## src/hdl/video_macros.svh

```systemverilog
`ifndef VIDEO_MACROS_SVH
`define VIDEO_MACROS_SVH

// horizontal geometry in pixel clocks, the line length has to stay even
`define LINE_LEN        64
`define H_ACTIVE_START  8
`define H_ACTIVE_END    48
`define H_BLANK_START   52
`define H_BLANK_END     64      // blank runs to the end of the line
`define HSYNC_START     54
`define HSYNC_LEN       6

// vertical geometry in lines, kept short so a frame is cheap to simulate
`define FRAME_LINES     40
`define V_ACTIVE_START  4
`define V_ACTIVE_END    32
`define VBLANK_START    34
`define VBLANK_END      40
`define VSYNC_START     35
`define VSYNC_LEN       2

`define COLOR_W         6       // two bits per channel
`define H_CNT_W         6       // enough for LINE_LEN counts
`define V_CNT_W         6       // enough for FRAME_LINES counts
`define BUF_DEPTH       (`LINE_LEN / 2)
`define BUF_AW          5       // log2 of BUF_DEPTH

`endif

```

## src/hdl/video_timing_pkg.sv

```systemverilog
package video_timing_pkg;

	// one bundle of raster strobes, all registered and aligned to the counts
	typedef struct packed
	{
		logic hblank;           // horizontal blanking, sync included
		logic vblank;           // vertical blanking
		logic hpix;             // inside the horizontal active window
		logic vpix;             // inside the vertical active window
		logic hsync;            // tv horizontal sync
		logic vsync;            // vertical sync, shared by tv and vga
		logic vga_hsync;        // short sync at the start of each half line
		logic scanin_start;     // first clock of a tv line
		logic scanout_start;    // first clock of each vga half line
		logic hsync_start;      // first clock of the tv sync pulse
	} raster_t;

	// the horizontal sweep goes border, active, border, blank, sync, blank
	typedef enum logic [1:0]
	{
		ph_active,
		ph_border,
		ph_blank,
		ph_sync
	} raster_phase_e;

endpackage

```

## src/hdl/video_color_pkg.sv

```systemverilog
`include "video_macros.svh"

package video_color_pkg;

	// pixel format used throughout, red in the top bits as the dac expects
	typedef struct packed
	{
		logic [`COLOR_W/3-1:0] red;
		logic [`COLOR_W/3-1:0] green;
		logic [`COLOR_W/3-1:0] blue;
	} color_t;

	// which layer wins the dot, in falling priority
	typedef enum logic [1:0]
	{
		src_blank,
		src_sprite,
		src_gfx,
		src_border
	} color_src_e;

	typedef struct packed
	{
		color_t color;  // registered colour toward the resistor dac
		logic   hsync;  // tv or vga horizontal sync depending on mode
		logic   vsync;
		logic   csync;  // composite sync, idles high
	} dac_t;

endpackage

```

## src/hdl/raster_timer.sv

```systemverilog
`timescale 1ns/1ps
`include "video_macros.svh"

module raster_timer (
	input  logic                      clk,
	input  logic                      rst_n,
	output video_timing_pkg::raster_t raster
);
	import video_timing_pkg::*;

	logic [`H_CNT_W-1:0] hcnt;         // pixel clock within the line
	logic [`H_CNT_W-1:0] hcnt_next;
	logic [`V_CNT_W-1:0] vcnt;         // line within the frame
	logic [`V_CNT_W-1:0] vcnt_next;
	raster_phase_e       phase;        // horizontal phase of the current count
	raster_phase_e       phase_next;

	// strobes for a given position, used for both the reset and the running values
	function automatic raster_t decode(
		input logic [`H_CNT_W-1:0] h,
		input logic [`V_CNT_W-1:0] v,
		input raster_phase_e       ph
	);
		raster_t r;
		r.hblank        = (ph == ph_blank) || (ph == ph_sync);
		r.vblank        = (v >= `VBLANK_START) && (v < `VBLANK_END);
		r.hpix          = (ph == ph_active);
		r.vpix          = (v >= `V_ACTIVE_START) && (v < `V_ACTIVE_END);
		r.hsync         = (ph == ph_sync);
		r.vsync         = (v >= `VSYNC_START) && (v < `VSYNC_START + `VSYNC_LEN);
		// vga sync repeats every half line at half the tv pulse width
		r.vga_hsync     = (h % (`LINE_LEN / 2)) < (`HSYNC_LEN / 2);
		r.scanin_start  = (h == 0);
		r.scanout_start = (h == 0) || (h == `LINE_LEN / 2);
		r.hsync_start   = (h == `HSYNC_START);
		return r;
	endfunction

	always_comb
	begin
		hcnt_next = (hcnt == `LINE_LEN - 1) ? '0 : hcnt + 1'b1;
		vcnt_next = vcnt;
		if (hcnt == `LINE_LEN - 1) // the line counter only moves on the wrap
		begin
			vcnt_next = (vcnt == `FRAME_LINES - 1) ? '0 : vcnt + 1'b1;
		end
	end

	// phase steps on the count that is about to be loaded, so it lines up with hcnt
	always_comb
	begin
		phase_next = phase;
		case (phase)
			ph_border:
			begin
				if (hcnt_next == `H_ACTIVE_START)
					phase_next = ph_active;
				else if (hcnt_next == `H_BLANK_START)
					phase_next = ph_blank;
			end
			ph_active:
			begin
				if (hcnt_next == `H_ACTIVE_END)
					phase_next = ph_border; // right border follows the window
			end
			ph_blank:
			begin
				if (hcnt_next == `HSYNC_START)
					phase_next = ph_sync;
				else if (hcnt_next == (`H_BLANK_END % `LINE_LEN))
					phase_next = ph_border; // blank end may sit on the wrap
			end
			ph_sync:
			begin
				if (hcnt_next == `HSYNC_START + `HSYNC_LEN)
					phase_next = ph_blank; // back porch
			end
			default:
				phase_next = ph_border;
		endcase
	end

	always_ff @(posedge clk)
	begin
		if (!rst_n)
		begin
			hcnt   <= '0;
			vcnt   <= '0;
			phase  <= ph_border; // count zero lies in the left border
			raster <= decode('0, '0, ph_border);
		end
		else
		begin
			hcnt   <= hcnt_next;
			vcnt   <= vcnt_next;
			phase  <= phase_next;
			raster <= decode(hcnt_next, vcnt_next, phase_next); // valid with the new counts
		end
	end

endmodule

```

## src/hdl/vga_double.sv

```systemverilog
`timescale 1ns/1ps
`include "video_macros.svh"

module vga_double (
	input  logic                     clk,
	input  logic                     rst_n,
	input  logic                     scanin_start,
	input  logic                     scanout_start,
	input  logic                     hsync_start,
	input  video_color_pkg::color_t  pix_in,
	output video_color_pkg::color_t  pix_out
);
	import video_color_pkg::*;

	// both banks in one array, the bank select is the top address bit
	color_t             mem [2*`BUF_DEPTH];

	logic               wr_bank;     // bank being filled by the current tv line
	logic               armed;       // an hsync was seen since the last swap
	logic               wr_skip;     // odd clock of the half-rate capture
	logic [`BUF_AW-1:0] wr_addr;
	logic [`BUF_AW-1:0] wr_waddr;
	logic               wr_en;
	logic [`BUF_AW-1:0] rd_ptr;
	logic [`BUF_AW-1:0] rd_addr;
	logic [1:0]         bank_ok;     // bank holds a complete line since reset
	logic               swap;
	logic               bank_in;
	logic               rd_bank;

	assign swap    = scanin_start & armed;
	assign bank_in = wr_bank ^ swap;  // the swap already applies to its own clock
	assign rd_bank = ~bank_in;        // playback always uses the line finished before

	// line start writes sample zero, after that every second clock
	assign wr_en    = swap | ~wr_skip;
	assign wr_waddr = swap ? '0 : wr_addr;

	// restart lands on address zero in the same clock as scanout_start
	assign rd_addr = scanout_start ? '0 : rd_ptr;

	always_ff @(posedge clk)
	begin
		if (!rst_n)
		begin
			wr_bank <= 1'b0;
			armed   <= 1'b1; // the first line after reset is taken without a prior sync
			wr_skip <= 1'b0;
			wr_addr <= '0;
			rd_ptr  <= '0;
			bank_ok <= 2'b00;
		end
		else
		begin
			wr_bank <= bank_in;
			rd_ptr  <= rd_addr + 1'b1; // full rate, wraps back at the half line
			if (swap)
			begin
				wr_addr          <= `BUF_AW'(1);
				wr_skip          <= 1'b1;
				bank_ok[bank_in] <= 1'b1;
			end
			else
			begin
				wr_skip <= ~wr_skip;
				if (!wr_skip)
					wr_addr <= wr_addr + 1'b1;
			end
			if (hsync_start)
				armed <= 1'b1;
			else if (swap)
				armed <= 1'b0;
		end
	end

	always_ff @(posedge clk)
	begin
		if (wr_en)
			mem[{bank_in, wr_waddr}] <= pix_in;
	end

	// black until the read bank has been written once, so no stale data leaks out
	always_ff @(posedge clk)
	begin
		pix_out <= bank_ok[rd_bank] ? mem[{rd_bank, rd_addr}] : '0;
	end

endmodule

```

## src/hdl/videoout.sv

```systemverilog
`timescale 1ns/1ps

module videoout (
	input  logic                      clk,
	input  logic                      rst_n,
	input  video_timing_pkg::raster_t raster,
	input  video_color_pkg::color_t   pixel,
	input  video_color_pkg::color_t   spixel,
	input  video_color_pkg::color_t   border,
	input  logic                      spx_en,
	input  logic                      zxg_en,     // high turns the graphics layer off
	input  logic                      cfg_vga_on,
	output video_color_pkg::dac_t     dac
);
	import video_color_pkg::*;

	color_src_e src;        // winning layer for this dot
	color_t     color;      // tv rate colour
	color_t     vga_color;  // doubled colour from the line buffer

	always_comb
	begin
		if (raster.hblank || raster.vblank)
			src = src_blank;
		else if (spx_en)
			src = src_sprite; // sprites cover graphics and border alike
		else if (raster.hpix && raster.vpix && !zxg_en)
			src = src_gfx;
		else
			src = src_border;
	end

	always_comb
	begin
		case (src)
			src_sprite: color = spixel;
			src_gfx:    color = pixel;
			src_border: color = border;
			default:    color = '0;
		endcase
	end

	// the doubler always captures, so a mode change needs no warm up line
	vga_double u_vga_double (
		.clk           (clk),
		.rst_n         (rst_n),
		.scanin_start  (raster.scanin_start),
		.scanout_start (raster.scanout_start),
		.hsync_start   (raster.hsync_start),
		.pix_in        (color),
		.pix_out       (vga_color)
	);

	always_ff @(posedge clk)
	begin
		if (!rst_n)
		begin
			dac <= '{color: '0, hsync: 1'b0, vsync: 1'b0, csync: 1'b1};
		end
		else
		begin
			dac.color <= cfg_vga_on ? vga_color : color;
			dac.hsync <= cfg_vga_on ? raster.vga_hsync : raster.hsync;
			dac.vsync <= raster.vsync; // same frame timing in both modes
			// composite sync is built from the tv syncs even in vga mode
			dac.csync <= ~(raster.hsync ^ raster.vsync);
		end
	end

endmodule

```

## src/hdl/video_subsystem.sv

```systemverilog
`timescale 1ns/1ps

module video_subsystem (
	input  logic                    clk,
	input  logic                    rst_n,
	input  video_color_pkg::color_t pixel,      // graphics layer
	input  video_color_pkg::color_t spixel,     // sprite layer
	input  video_color_pkg::color_t border,     // border colour register
	input  logic                    spx_en,     // sprite layer owns the dot
	input  logic                    zxg_en,
	input  logic                    cfg_vga_on, // scan doubled output
	output video_color_pkg::dac_t   dac
);
	import video_timing_pkg::*;

	raster_t raster; // strobes from the timer into the output stage

	raster_timer u_raster_timer (
		.clk    (clk),
		.rst_n  (rst_n),
		.raster (raster)
	);

	videoout u_videoout (
		.clk        (clk),
		.rst_n      (rst_n),
		.raster     (raster),
		.pixel      (pixel),
		.spixel     (spixel),
		.border     (border),
		.spx_en     (spx_en),
		.zxg_en     (zxg_en),
		.cfg_vga_on (cfg_vga_on),
		.dac        (dac)
	);

endmodule

```

## config.mk

```make
export PLATFORM = sky130hd
export DESIGN_NAME = video_subsystem
export DESIGN_NICKNAME = d
export VERILOG_FILES = /design/src/hdl/video_timing_pkg.sv /design/src/hdl/video_color_pkg.sv /design/src/hdl/raster_timer.sv /design/src/hdl/vga_double.sv /design/src/hdl/videoout.sv /design/src/hdl/video_subsystem.sv
export VERILOG_INCLUDE_DIRS = /design/src /design/src/hdl
export SDC_FILE = /design/constraint.sdc
export NUM_CORES = 1
export LEC_CHECK = 0
export BUFFER_PORTS_ARGS = -buffer_cell sky130_fd_sc_hd__buf_2
export CAP_MARGIN = 20
export CORE_MARGIN = 4
export CORE_UTILIZATION = 45
export CTS_CLUSTER_SIZE = 30
export DETAILED_ROUTE_END_ITERATION = 12
export PLACE_DENSITY_LB_ADDON = 0.1
export SLEW_MARGIN = 10
export SYNTH_ARGS = -nofsm -noshare
export SYNTH_HDL_FRONTEND = slang
export SYNTH_SLANG_ARGS = --single-unit
export TNS_END_PERCENT = 5
```

## constraint.sdc

```tcl
create_clock -name clk -period 5.3 [get_ports clk]
set_clock_uncertainty 0.15 [all_clocks]
set_input_delay 0 -clock clk [delete_from_list [all_inputs] [get_ports clk]]
set_output_delay 0 -clock clk [all_outputs]
set_load 0.01 [all_outputs]
```

==> flow_summary_export.csv, run 1 <==
group,metric,value,unit
floorplanning,io_pins,32,
synth,synth_seq_cells,438,
routing,drc,0,
worst_setup_path,critPathCaptureType,"register",
placement,dp.final_hpwl,25.96,mm
global_route,grt_pass1_wl,63.56,mm
clock_tree,ctsRootBufferMaster,"clkbuf_16",
final_layout,final_cells,1716,
timing,setup_viol,0,
timing,fin_crit,3.348,ns
clock_tree,cts_made_buffers,47,
synth,synth_edf_count,384,
timing,worstMarginPinSlew,1.127,ns
timing,rsz0062_at_grt,"false",
clock_tree,clk_latency,0.56,ns
routing,vias,9824,
timing,fin_tns_setup,0,ns
final_layout,antenna_cells,0,
clock_tree,cts_buffer_depth,3,
floorplanning,start_util,45.70,%
timing,fmax,298.7,MHz
clock_tree,cts_tree,"built",
job,cap_violations,0,
clock_tree,clkSlewWorstSetupHoldPaths,0.06,ns
floorplanning,core-area,38740,um^2
synth,syn-num-nets,1161,
synth,seq_area_frac_synth,71.25,%
global_route,grt_use_total,20.13,%
synth,async_flop_share,0,%
hold_path,min_path_type,"input port to register",
status,status,"completed",
routing,drt_iter0_markers,887,
placement,numPortBuffers,31,
global_route,grt_pass1_vias,9685,
global_route,grt_antenna_before_repair,0,
routing,wire_per_inst,24.73,um
floorplanning,dieArea,42570,um^2
power_and_ir_drop,vdd_drop_max,234.6,uV
worst_setup_path,crit_fanout,19,
timing,finalHoldViolCount,0,
synth,ys_warn_count,0,
routing,vias_per_cell,5.725,
placement,dp_cells,1629,
global_route,overflow,0,
power_and_ir_drop,power,7.444,mW
routing,first_pass_iters,5,
global_route,grt_util_met2,31.41,%
global_route,grt_use_met3,4.001,%
floorplanning,die_h,206.3,um
power_and_ir_drop,leakagePower,6.430,nW
synth,synth.distinct_cells,67,
global_route,grtUsageMet1,29.48,%
worst_setup_path,path_class,"register to register",
routing,antenna_left,0,
synth,syn_avg_cell_area,15.64,um^2
final_layout,drive_gt1_share,15.03,%
synth,netlist_area,17700,um^2
floorplanning,fp.dieW,206.3,um
worst_setup_path,arrival,3.63,ns
clock_tree,post_cts_buffers,0,
clock_tree,cts.sinks,438,
placement,globalplace.congestion,0.8235,
timing,finalCritPeriodShare,63.16,%
global_route,grt_max_degree,76,
final_layout,area_growth,12.31,%
timing,drv_slew,0,
synth,synth_ff_type,"edfxtp_1",
timing,slew_headroom,24.61,%
global_route,grt_busiest_layer,"met2",
clock_tree,cts_max_level,2,
final_layout,nNetsFinal,1192,
power_and_ir_drop,powerDensity,374.4,nW/um^2
worst_setup_path,crit_path_start_kind,"register",
floorplanning,row_count,72,
routing,wl,42.43,mm
worst_setup_path,crit_required,5.58,ns
synth,synth_cells,1132,
worst_setup_path,r2r_setup_slack,1.95,ns
==> cells in the mapped netlist, drive strengths merged, types with 12 or more instances <==
| master | count | area, um^2 |
|---|---|---|
| mux2i | 85 | 850.8 |
| a21oi | 28 | 140.1 |
| a22oi | 13 | 97.59 |
| clkbuf | 28 | 107.6 |
| mux4 | 47 | 1070 |
| o22ai | 12 | 75.07 |
| buf | 42 | 302.8 |
| nand2 | 74 | 277.8 |
| nor2 | 124 | 465.5 |
| a211oi | 31 | 232.7 |
| a311oi | 13 | 113.9 |
| edfxtp | 384 | 11530 |
| dfxtp | 54 | 1081 |
| nand3 | 30 | 150.1 |
| o21ai | 27 | 138.9 |
| a31oi | 14 | 87.58 |
==> sequential cells by signal, summed over array words and instances, names as in the netlist <==
| register | count |
|---|---|
| u_videoout.u_vga_double.mem | 384 |
| u_raster_timer.hcnt | 6 |
| u_videoout.u_vga_double.pix_out | 6 |
| u_videoout.u_vga_double.rd_ptr | 5 |
| u_videoout.dac | 9 |
| u_videoout.u_vga_double.wr_skip | 1 |
| u_videoout.u_vga_double.wr_bank | 1 |
| u_raster_timer.vcnt | 6 |
| u_raster_timer.raster | 10 |
| u_videoout.u_vga_double.armed | 1 |
| u_videoout.u_vga_double.bank_ok | 2 |
| u_videoout.u_vga_double.wr_addr | 5 |
| u_raster_timer.phase | 2 |
==> per-layer routing <==
| metal | part of all wire (%) | up-vias |
|---|---|---|
| met5 | 0 | - |
| met4 | 1.5 | 0 |
| met3 | 6.9 | 45 |
| met2 | 46 | 317 |
| met1 | 46 | 5012 |
| li1 | - | 4450 |
==> cells in the final DEF, fill, tap and decap left out, types with 6 or more instances in the layout <==
| master | count |
|---|---|
| nand2_1 | 74 |
| a21oi_1 | 27 |
| nand3_1 | 30 |
| ha_1 | 6 |
| clkbuf_8 | 7 |
| o21ai_1 | 6 |
| a31oi_1 | 14 |
| a22oi_1 | 13 |
| inv_1 | 9 |
| a311oi_1 | 13 |
| nor3_1 | 6 |
| nor2_1 | 124 |
| a211oi_1 | 26 |
| mux4_2 | 44 |
| dfxtp_1 | 52 |
| clkinv_1 | 7 |
| o21ai_0 | 20 |
| or4_1 | 7 |
| clkbuf_16 | 49 |
| o22ai_1 | 12 |
| nand2b_1 | 8 |
| a22o_1 | 11 |
| mux2i_1 | 85 |
| buf_2 | 31 |
| clkbuf_1 | 14 |
| xor2_1 | 11 |
| buf_4 | 18 |
| edfxtp_1 | 384 |
==> cell type report <==
| class | count | area, um^2 |
|---|---|---|
| clock inverter | 14 | 140.1 |
| clock buffer | 70 | 1375 |
| tap | 518 | 648.1 |
| inverter | 10 | 37.54 |
| fill | 3252 | 18860 |
| timing repair buffer | 52 | 330.3 |
| multi-input combinational | 614 | 4733 |
| sequential | 438 | 12620 |
==> repair_timing <==
item / in CTS / in global routing
hold buffers: 2 / 0
endpoints found under the hold margin: 26 / 0
gates resized for setup: 0 / 0
==> where the power goes <==
group | internal, mW | switching (mW) | leakage (nW)
clock | 1.93 | 1.28 | 0.738
sequential | 3.82 | 0.0347 | 3.90
combinational | 0.123 | 0.256 | 1.79
==> kinds of logic (layout without fill, tap and decap cells) <==
group | Yosys count | after routing | share of synthesized area, %
AOI/OAI and AO/OA | 172 | 172 | 6.729
xor gates and xnor gates | 16 | 16 | 0.7916
adders and majority gates | 6 | 6 | 0.4241
buffers and inverters | 80 | 146 | 2.530
DFF | 438 | 438 | 71.25
muxes | 133 | 133 | 10.91
and+or+nand+nor | 287 | 287 | 7.365
==> final timing paths <==
| path | start | endpoint | depth (start not counted) |
|---|---|---|---|
| min | border[2] | u_videoout.u_vga_double.mem[0][2] | 4 |
| max reg2reg | u_videoout.u_vga_double.rd_ptr[3] | u_videoout.u_vga_double.pix_out[2] | 7 |
| min reg2reg | u_raster_timer.raster[0] | u_videoout.u_vga_double.armed | 1 |
| max | u_videoout.u_vga_double.rd_ptr[3] | u_videoout.u_vga_double.pix_out[2] | 7 |
==> per-stage QoR <==
step	hold slack, ns	worst slack [ns]	cell area [um^2]	utilization (%)
after global routing	0.2195	1.762	19880	51.32
final	0.1935	1.952	19880	51.32
after CTS	0.1800	1.902	19870	51.30
after floorplan	-0.02829	0.8234	17700	-
after detailed placement	0.2081	1.903	18340	47.34
after global placement	0.2084	2.001	18330	47.32
==> worst max-delay path: stages (launching register included) <==
cell and delay (ns):
dfxtp_1 0.81, nor2b_4 0.65, buf_4 0.38, mux4_2 0.34
a22o_1 0.25, nand2_1 0.08, a31oi_1 0.13, or4_1 0.41
Note: power is estimated with default switching activity, not from simulation.
==> run 2, diff against run 1 <==
clock period = 2.91 ns   (was 5.3 ns; I/O delays follow)
==> run 2 against run 1 <==
  * Cell count increased by 4.1%
  * Sequential cell count unchanged
  * Clock power increased by 83%
  * Via count increased by 1.3%
  * Power increased by 83%
  * Critical path type unchanged
  * Critical endpoint is now u_videoout.u_vga_double.pix_out[4]
  * Highest routed layer unchanged
==> flow_summary_export.csv, run 2 (synthesis results as in run 1) <==
group,metric,value,unit
clock_tree,post_cts_buffers,0,
final_layout,drive_gt1_share,20.33,%
placement,globalplace.congestion,0.8136,
clock_tree,clk_latency,0.56,ns
floorplanning,start_util,45.70,%
power_and_ir_drop,leakagePower,6.869,nW
timing,finalHoldViolCount,0,
hold_path,min_path_type,"input port to register",
final_layout,final_common_cell,"edfxtp_1",
worst_setup_path,crit_required,3.27,ns
global_route,grt_use_total,19.77,%
worst_setup_path,arrival,3.10,ns
clock_tree,cts.sinks,438,
routing,drc,0,
clock_tree,cts_tree,"built",
worst_setup_path,critPathCaptureType,"register",
worst_setup_path,crit_path_start_kind,"register",
status,status,"completed",
final_layout,antenna_cells,0,
routing,first_pass_iters,5,
power_and_ir_drop,seqPwrFrac,51.4,%
placement,numPortBuffers,31,
placement,dp_cells,1704,
timing,finalCritPeriodShare,94.41,%
clock_tree,cts_buffer_depth,3,
power_and_ir_drop,p_sw,2.883,mW
routing,antenna_left,0,
floorplanning,die_h,206.3,um
routing,wire_per_inst,23.30,um
power_and_ir_drop,p_int,10.73,mW
worst_setup_path,path_class,"register to register",
final_layout,regMostFlops,"u_videoout.u_vga_double.mem",
global_route,grt_max_degree,66,
placement,dp.final_hpwl,26.22,mm
floorplanning,fp.dieW,206.3,um
floorplanning,core-area,38740,um^2
routing,vias_per_cell,5.570,
final_layout,final_cells,1787,
floorplanning,dieArea,42570,um^2
power_and_ir_drop,powerDensity,661.7,nW/um^2
routing,wl,41.64,mm
timing,drv_slew,0,
final_layout,reg.largest.list,"u_videoout.u_vga_double.mem: 384 flops, u_raster_timer.raster: 10 flops, u_videoout.dac: 9 flops",
global_route,grt_pass1_vias,9763,
final_layout,largest_register_ffs,384,
clock_tree,cts_resized,0,
final_layout,nFillCells,3140,
floorplanning,io_pins,32,
global_route,overflow,0,
power_and_ir_drop,power,13.62,mW
worst_setup_path,crit_fanout,20,
global_route,grt_antenna_before_repair,0,
power_and_ir_drop,vdd_drop_max,504.2,uV
timing,setup_viol,0,
timing,fin_crit,2.747,ns
timing,fmax,364.0,MHz
routing,vias,9954,
final_layout,area_growth,16.24,%
clock_tree,cts_made_buffers,46,
job,cap_violations,0,
clock_tree,clkSlewWorstSetupHoldPaths,0.06,ns
power_and_ir_drop,comb_power_share,5.5,%
global_route,grt_pass1_wl,62.40,mm
routing,drt_iter0_markers,764,
floorplanning,row_count,72,
power_and_ir_drop,sw_frac_of_total,21.17,%
power_and_ir_drop,p_clk_share,43.1,%
clock_tree,cts_max_level,2,
timing,rsz0062_at_grt,"false",
final_layout,most-common-layout-cells,"edfxtp_1, nor2_1, mux2i_1, buf_4, nand2_1",
final_layout,nNetsFinal,1266,
clock_tree,ctsRootBufferMaster,"clkbuf_16",
timing,worstMarginPinSlew,0.7209,ns
timing,slew_headroom,51.76,%
## run 2: repair_timing
action,4_1_cts,5_1_grt
endpoints found under the setup margin,0,0
hold endpoints to repair,90,0
hold buffers,3,0
## run 2: per-stage QoR
step	util [%]	TNS (ns)	hold WS, ns	area [um^2]	worst slack (ns)
finish	53.12	0	0.04808	20580	0.1628
global route	53.12	0	0.06255	20580	0.03999
CTS	53.12	0	0.03468	20580	0.1379
detailed placement	49.14	0	0.2144	19040	0.1514
global placement	49.14	0	0.2165	19040	0.1022
floorplan	-	-62.05	-0.02829	17730	-0.2394
## run 2: layer usage
metal  vias to the layer above  share of wire (%)  wire length [um]  GRT usage [%]
li1                       4603                  -                 -              -
met1                      4999                 46             19330          28.93
met2                       288                 45             18840          30.38
met3                        64                5.5              2302          3.327
met4                         0                2.8              1166          6.583
met5                         -                  0                 0              0
## run 2: worst max-delay path, cell delays in order (launching register included)
cell and delay, ns:
dfxtp_2 0.55, nor2b_4 0.61, buf_4 0.31, o211ai_1 0.11, a31oi_1 0.22, nor3_1 0.07, nor3b_1 0.47, a211o_1 0.21
## run 2: final cells by class
class / count / area [um^2] / area share, %
Clock buffer: 60 / 1275 / 6.196
Clock inverter: 20 / 234.0 / 1.137
Inverter: 10 / 37.54 / 0.1824
Multi-Input combinational cell: 614 / 4731 / 22.99
Sequential cell: 438 / 12620 / 61.32
Tap cell: 518 / 648.1 / 3.150
Timing Repair Buffer: 127 / 1033 / 5.023
## run 2: power groups by stage
stage,clock [mW],combinational [mW],sequential (mW)
after detailed placement,0,0.749,7.13
after CTS,5.99,0.755,7.00
after floorplan,0,0.459,7.11
final,5.87,0.747,7.00
after global placement,0,0.745,7.13
after global routing,6.27,0.806,7.01
## run 2: path summary, 6_finish.rpt
| kind | from | end | slack, ns | cells after the start |
|---|---|---|---|---|
| setup / recovery | u_videoout.u_vga_double.rd_ptr[2] | u_videoout.u_vga_double.pix_out[4] | 0.16 | 7 |
| hold / removal | pixel[5] | u_videoout.u_vga_double.mem[13][5] | 0.05 | 4 |
| setup reg to reg | u_videoout.u_vga_double.rd_ptr[2] | u_videoout.u_vga_double.pix_out[4] | 0.16 | 7 |
| hold reg to reg | u_raster_timer.raster[0] | u_videoout.u_vga_double.armed | 0.27 | 1 |
==> run 3, diff against run 2 <==
CORE_UTILIZATION = 56   (was 45)
CTS_BUF_LIST = sky130_fd_sc_hd__clkbuf_16   (was unset)
==> run 3 against run 2 <==
  * Maximum frequency decreased by 0.56%
  * Worst hold slack improved by 0.0095 ns
  * First-iteration DRC count increased by 20%
  * Sequential cell count unchanged
  * Via count increased by 2.0%
  * Core utilization increased by 12 points
  * Count of clock-buffer cells in the layout decreased by 11
  * Combinational power about the same
  * Sequential share of layout area increased by 1.2 points
  * Wire length decreased by 3.4%
  * Critical path depth unchanged
  * Critical endpoint is now u_videoout.u_vga_double.pix_out[5]
==> flow_summary_export.csv, run 3 (synthesis results as in run 1) <==
group,metric,value,unit
clock_tree,cts_tree,"built",
clock_tree,clkSlewWorstSetupHoldPaths,0.06,ns
global_route,grt_pass1_vias,10110,
floorplanning,die_h,185.8,um
clock_tree,cts_made_buffers,46,
worst_setup_path,crit_required,3.17,ns
floorplanning,io_pins,32,
worst_setup_path,crit_path_start_kind,"register",
final_layout,utilization,65.30,%
timing,timing.final.ws_setup,0.1472,ns
floorplanning,core-area,30910,um^2
routing,drc,0,
timing,rsz0062_at_grt,"false",
placement,dp.final_hpwl,25.95,mm
final_layout,nNetsFinal,1249,
routing,first_pass_iters,5,
routing,drt_iter0_markers,919,
floorplanning,row_count,64,
final_layout,drive_gt1_share,18.47,%
final_layout,final_common_cell,"edfxtp_1",
worst_setup_path,slowest_stage,"dfxtp_4",
final_layout,nFillCells,2183,
global_route,grt_pass1_wl,61.31,mm
power_and_ir_drop,power,13.11,mW
job,cap_violations,0,
final_layout,largest_register_ffs,384,
clock_tree,clk_latency,0.53,ns
final_layout,reg.largest.list,"u_videoout.u_vga_double.mem: 384 flops, u_raster_timer.raster: 10 flops, u_videoout.dac: 9 flops",
routing,wire_per_inst,24.34,um
worst_setup_path,critPathCaptureType,"register",
final_layout,fin_area,20180,um^2
clock_tree,ctsRootBufferMaster,"clkbuf_16",
timing,drv_slew,0,
worst_setup_path,max_stage_delay,0.62,ns
timing,setup_viol,0,
global_route,grt_antenna_before_repair,0,
final_layout,multi_input_area,4731,um^2
worst_setup_path,path_buf_inv,2,
floorplanning,dieArea,34520,um^2
power_and_ir_drop,vdd_drop_max,547.6,uV
clock_tree,cts_buffer_depth,3,
final_layout,area_growth,14.02,%
routing,wl,40.21,mm
worst_setup_path,crit_fanout,23,
power_and_ir_drop,leakagePower,6.769,nW
final_layout,regMostFlops,"u_videoout.u_vga_double.mem",
floorplanning,start_util,57.27,%
routing,antenna_left,0,
worst_setup_path,arrival,3.02,ns
status,status,"completed",
routing,vias_per_cell,6.143,
placement,dpl_worst_slack,0.1521,ns
final_layout,most-common-layout-cells,"edfxtp_1, nor2_1, mux2i_1, nand2_1, buf_4",
clock_tree,cts.sinks,438,
timing,fmax,362.0,MHz
timing,slew_headroom,45.05,%
final_layout,antenna_cells,0,
clock_tree,post_cts_buffers,0,
routing,vias,10150,
timing,finalCritPeriodShare,94.94,%
worst_setup_path,crit_family,"flip-flops",
global_route,overflow,0,
clock_tree,cts_max_level,2,
timing,finalHoldViolCount,0,
placement,numPortBuffers,31,
timing,fin_crit,2.763,ns
timing,worstMarginPinSlew,0.8216,ns
global_route,grt_max_degree,66,
power_and_ir_drop,powerDensity,649.5,nW/um^2
hold_path,min_path_type,"input port to register",
final_layout,regArea,12620,um^2
placement,post_dp_cell_area,18740,um^2
timing,holdWs,0.05758,ns
placement,globalplace.congestion,0.9396,
worst_setup_path,path_class,"register to register",
floorplanning,fp.dieW,185.8,um
worst_setup_path,crit_chain,"buf_4 -> buf_4 -> mux2i_1 -> nand2_1 -> a311oi_1 -> a211oi_1 -> or4_1",
global_route,grt_use_total,23.78,%
worst_setup_path,crit_top_cell,"buf_4",
run 3: per-layer routing:
metal	vias up	global-route usage, %	wire length, um
met5	-	0	0
met4	0	5.479	780
met3	57	4.045	3092
met2	370	37.67	19140
met1	5128	35.26	17200
li1	4594	-	-
run 3: final timing paths:
check	slack [ns]	depth (start not counted)	end	startpoint
hold reg to reg	0.31	1	u_videoout.u_vga_double.armed	u_raster_timer.raster[0]
hold / removal	0.06	3	u_videoout.u_vga_double.mem[0][4]	border[4]
setup / recovery	0.15	7	u_videoout.u_vga_double.pix_out[5]	u_videoout.u_vga_double.rd_ptr[0]
setup reg to reg	0.15	7	u_videoout.u_vga_double.pix_out[5]	u_videoout.u_vga_double.rd_ptr[0]
run 3: final cells by class:
class / count / share of cell area [%]
flip-flops and latches: 438 / 62.51
multi-input cells: 614 / 23.44
clock buffers: 49 / 6.075
repair buffers: 110 / 4.439
well taps: 396 / 2.455
clock inverters: 35 / 0.8927
inverters: 10 / 0.1860
run 3: worst min-delay path, stage by stage:
cell,delay [ns]
buf_2,0.10
mux2i_1,0.23
a211oi_4,0.21
run 3: power breakdown:
group	internal [mW]	total (mW)	switching [mW]	leakage (nW)
sequential	6.95	7.01	0.0601	3.90
combinational	0.276	0.749	0.473	2.13
clock	3.11	5.35	2.24	0.742
run 3: what timing repair did:
action,4_1_cts,5_1_grt
hold buffers,4,0
gates resized for setup,0,0
hold endpoints to repair,44,0
run 3: metrics by stage:
| step | TNS, ns | instances |
|---|---|---|
| 2_1_floorplan | -62.05 | 1132 |
| 3_3_place_gp | 0 | 1564 |
| 3_5_place_dp | 0 | 1564 |
| 4_1_cts | 0 | 1652 |
| 5_1_grt | 0 | 1652 |
| 6_report | 0 | 1652 |
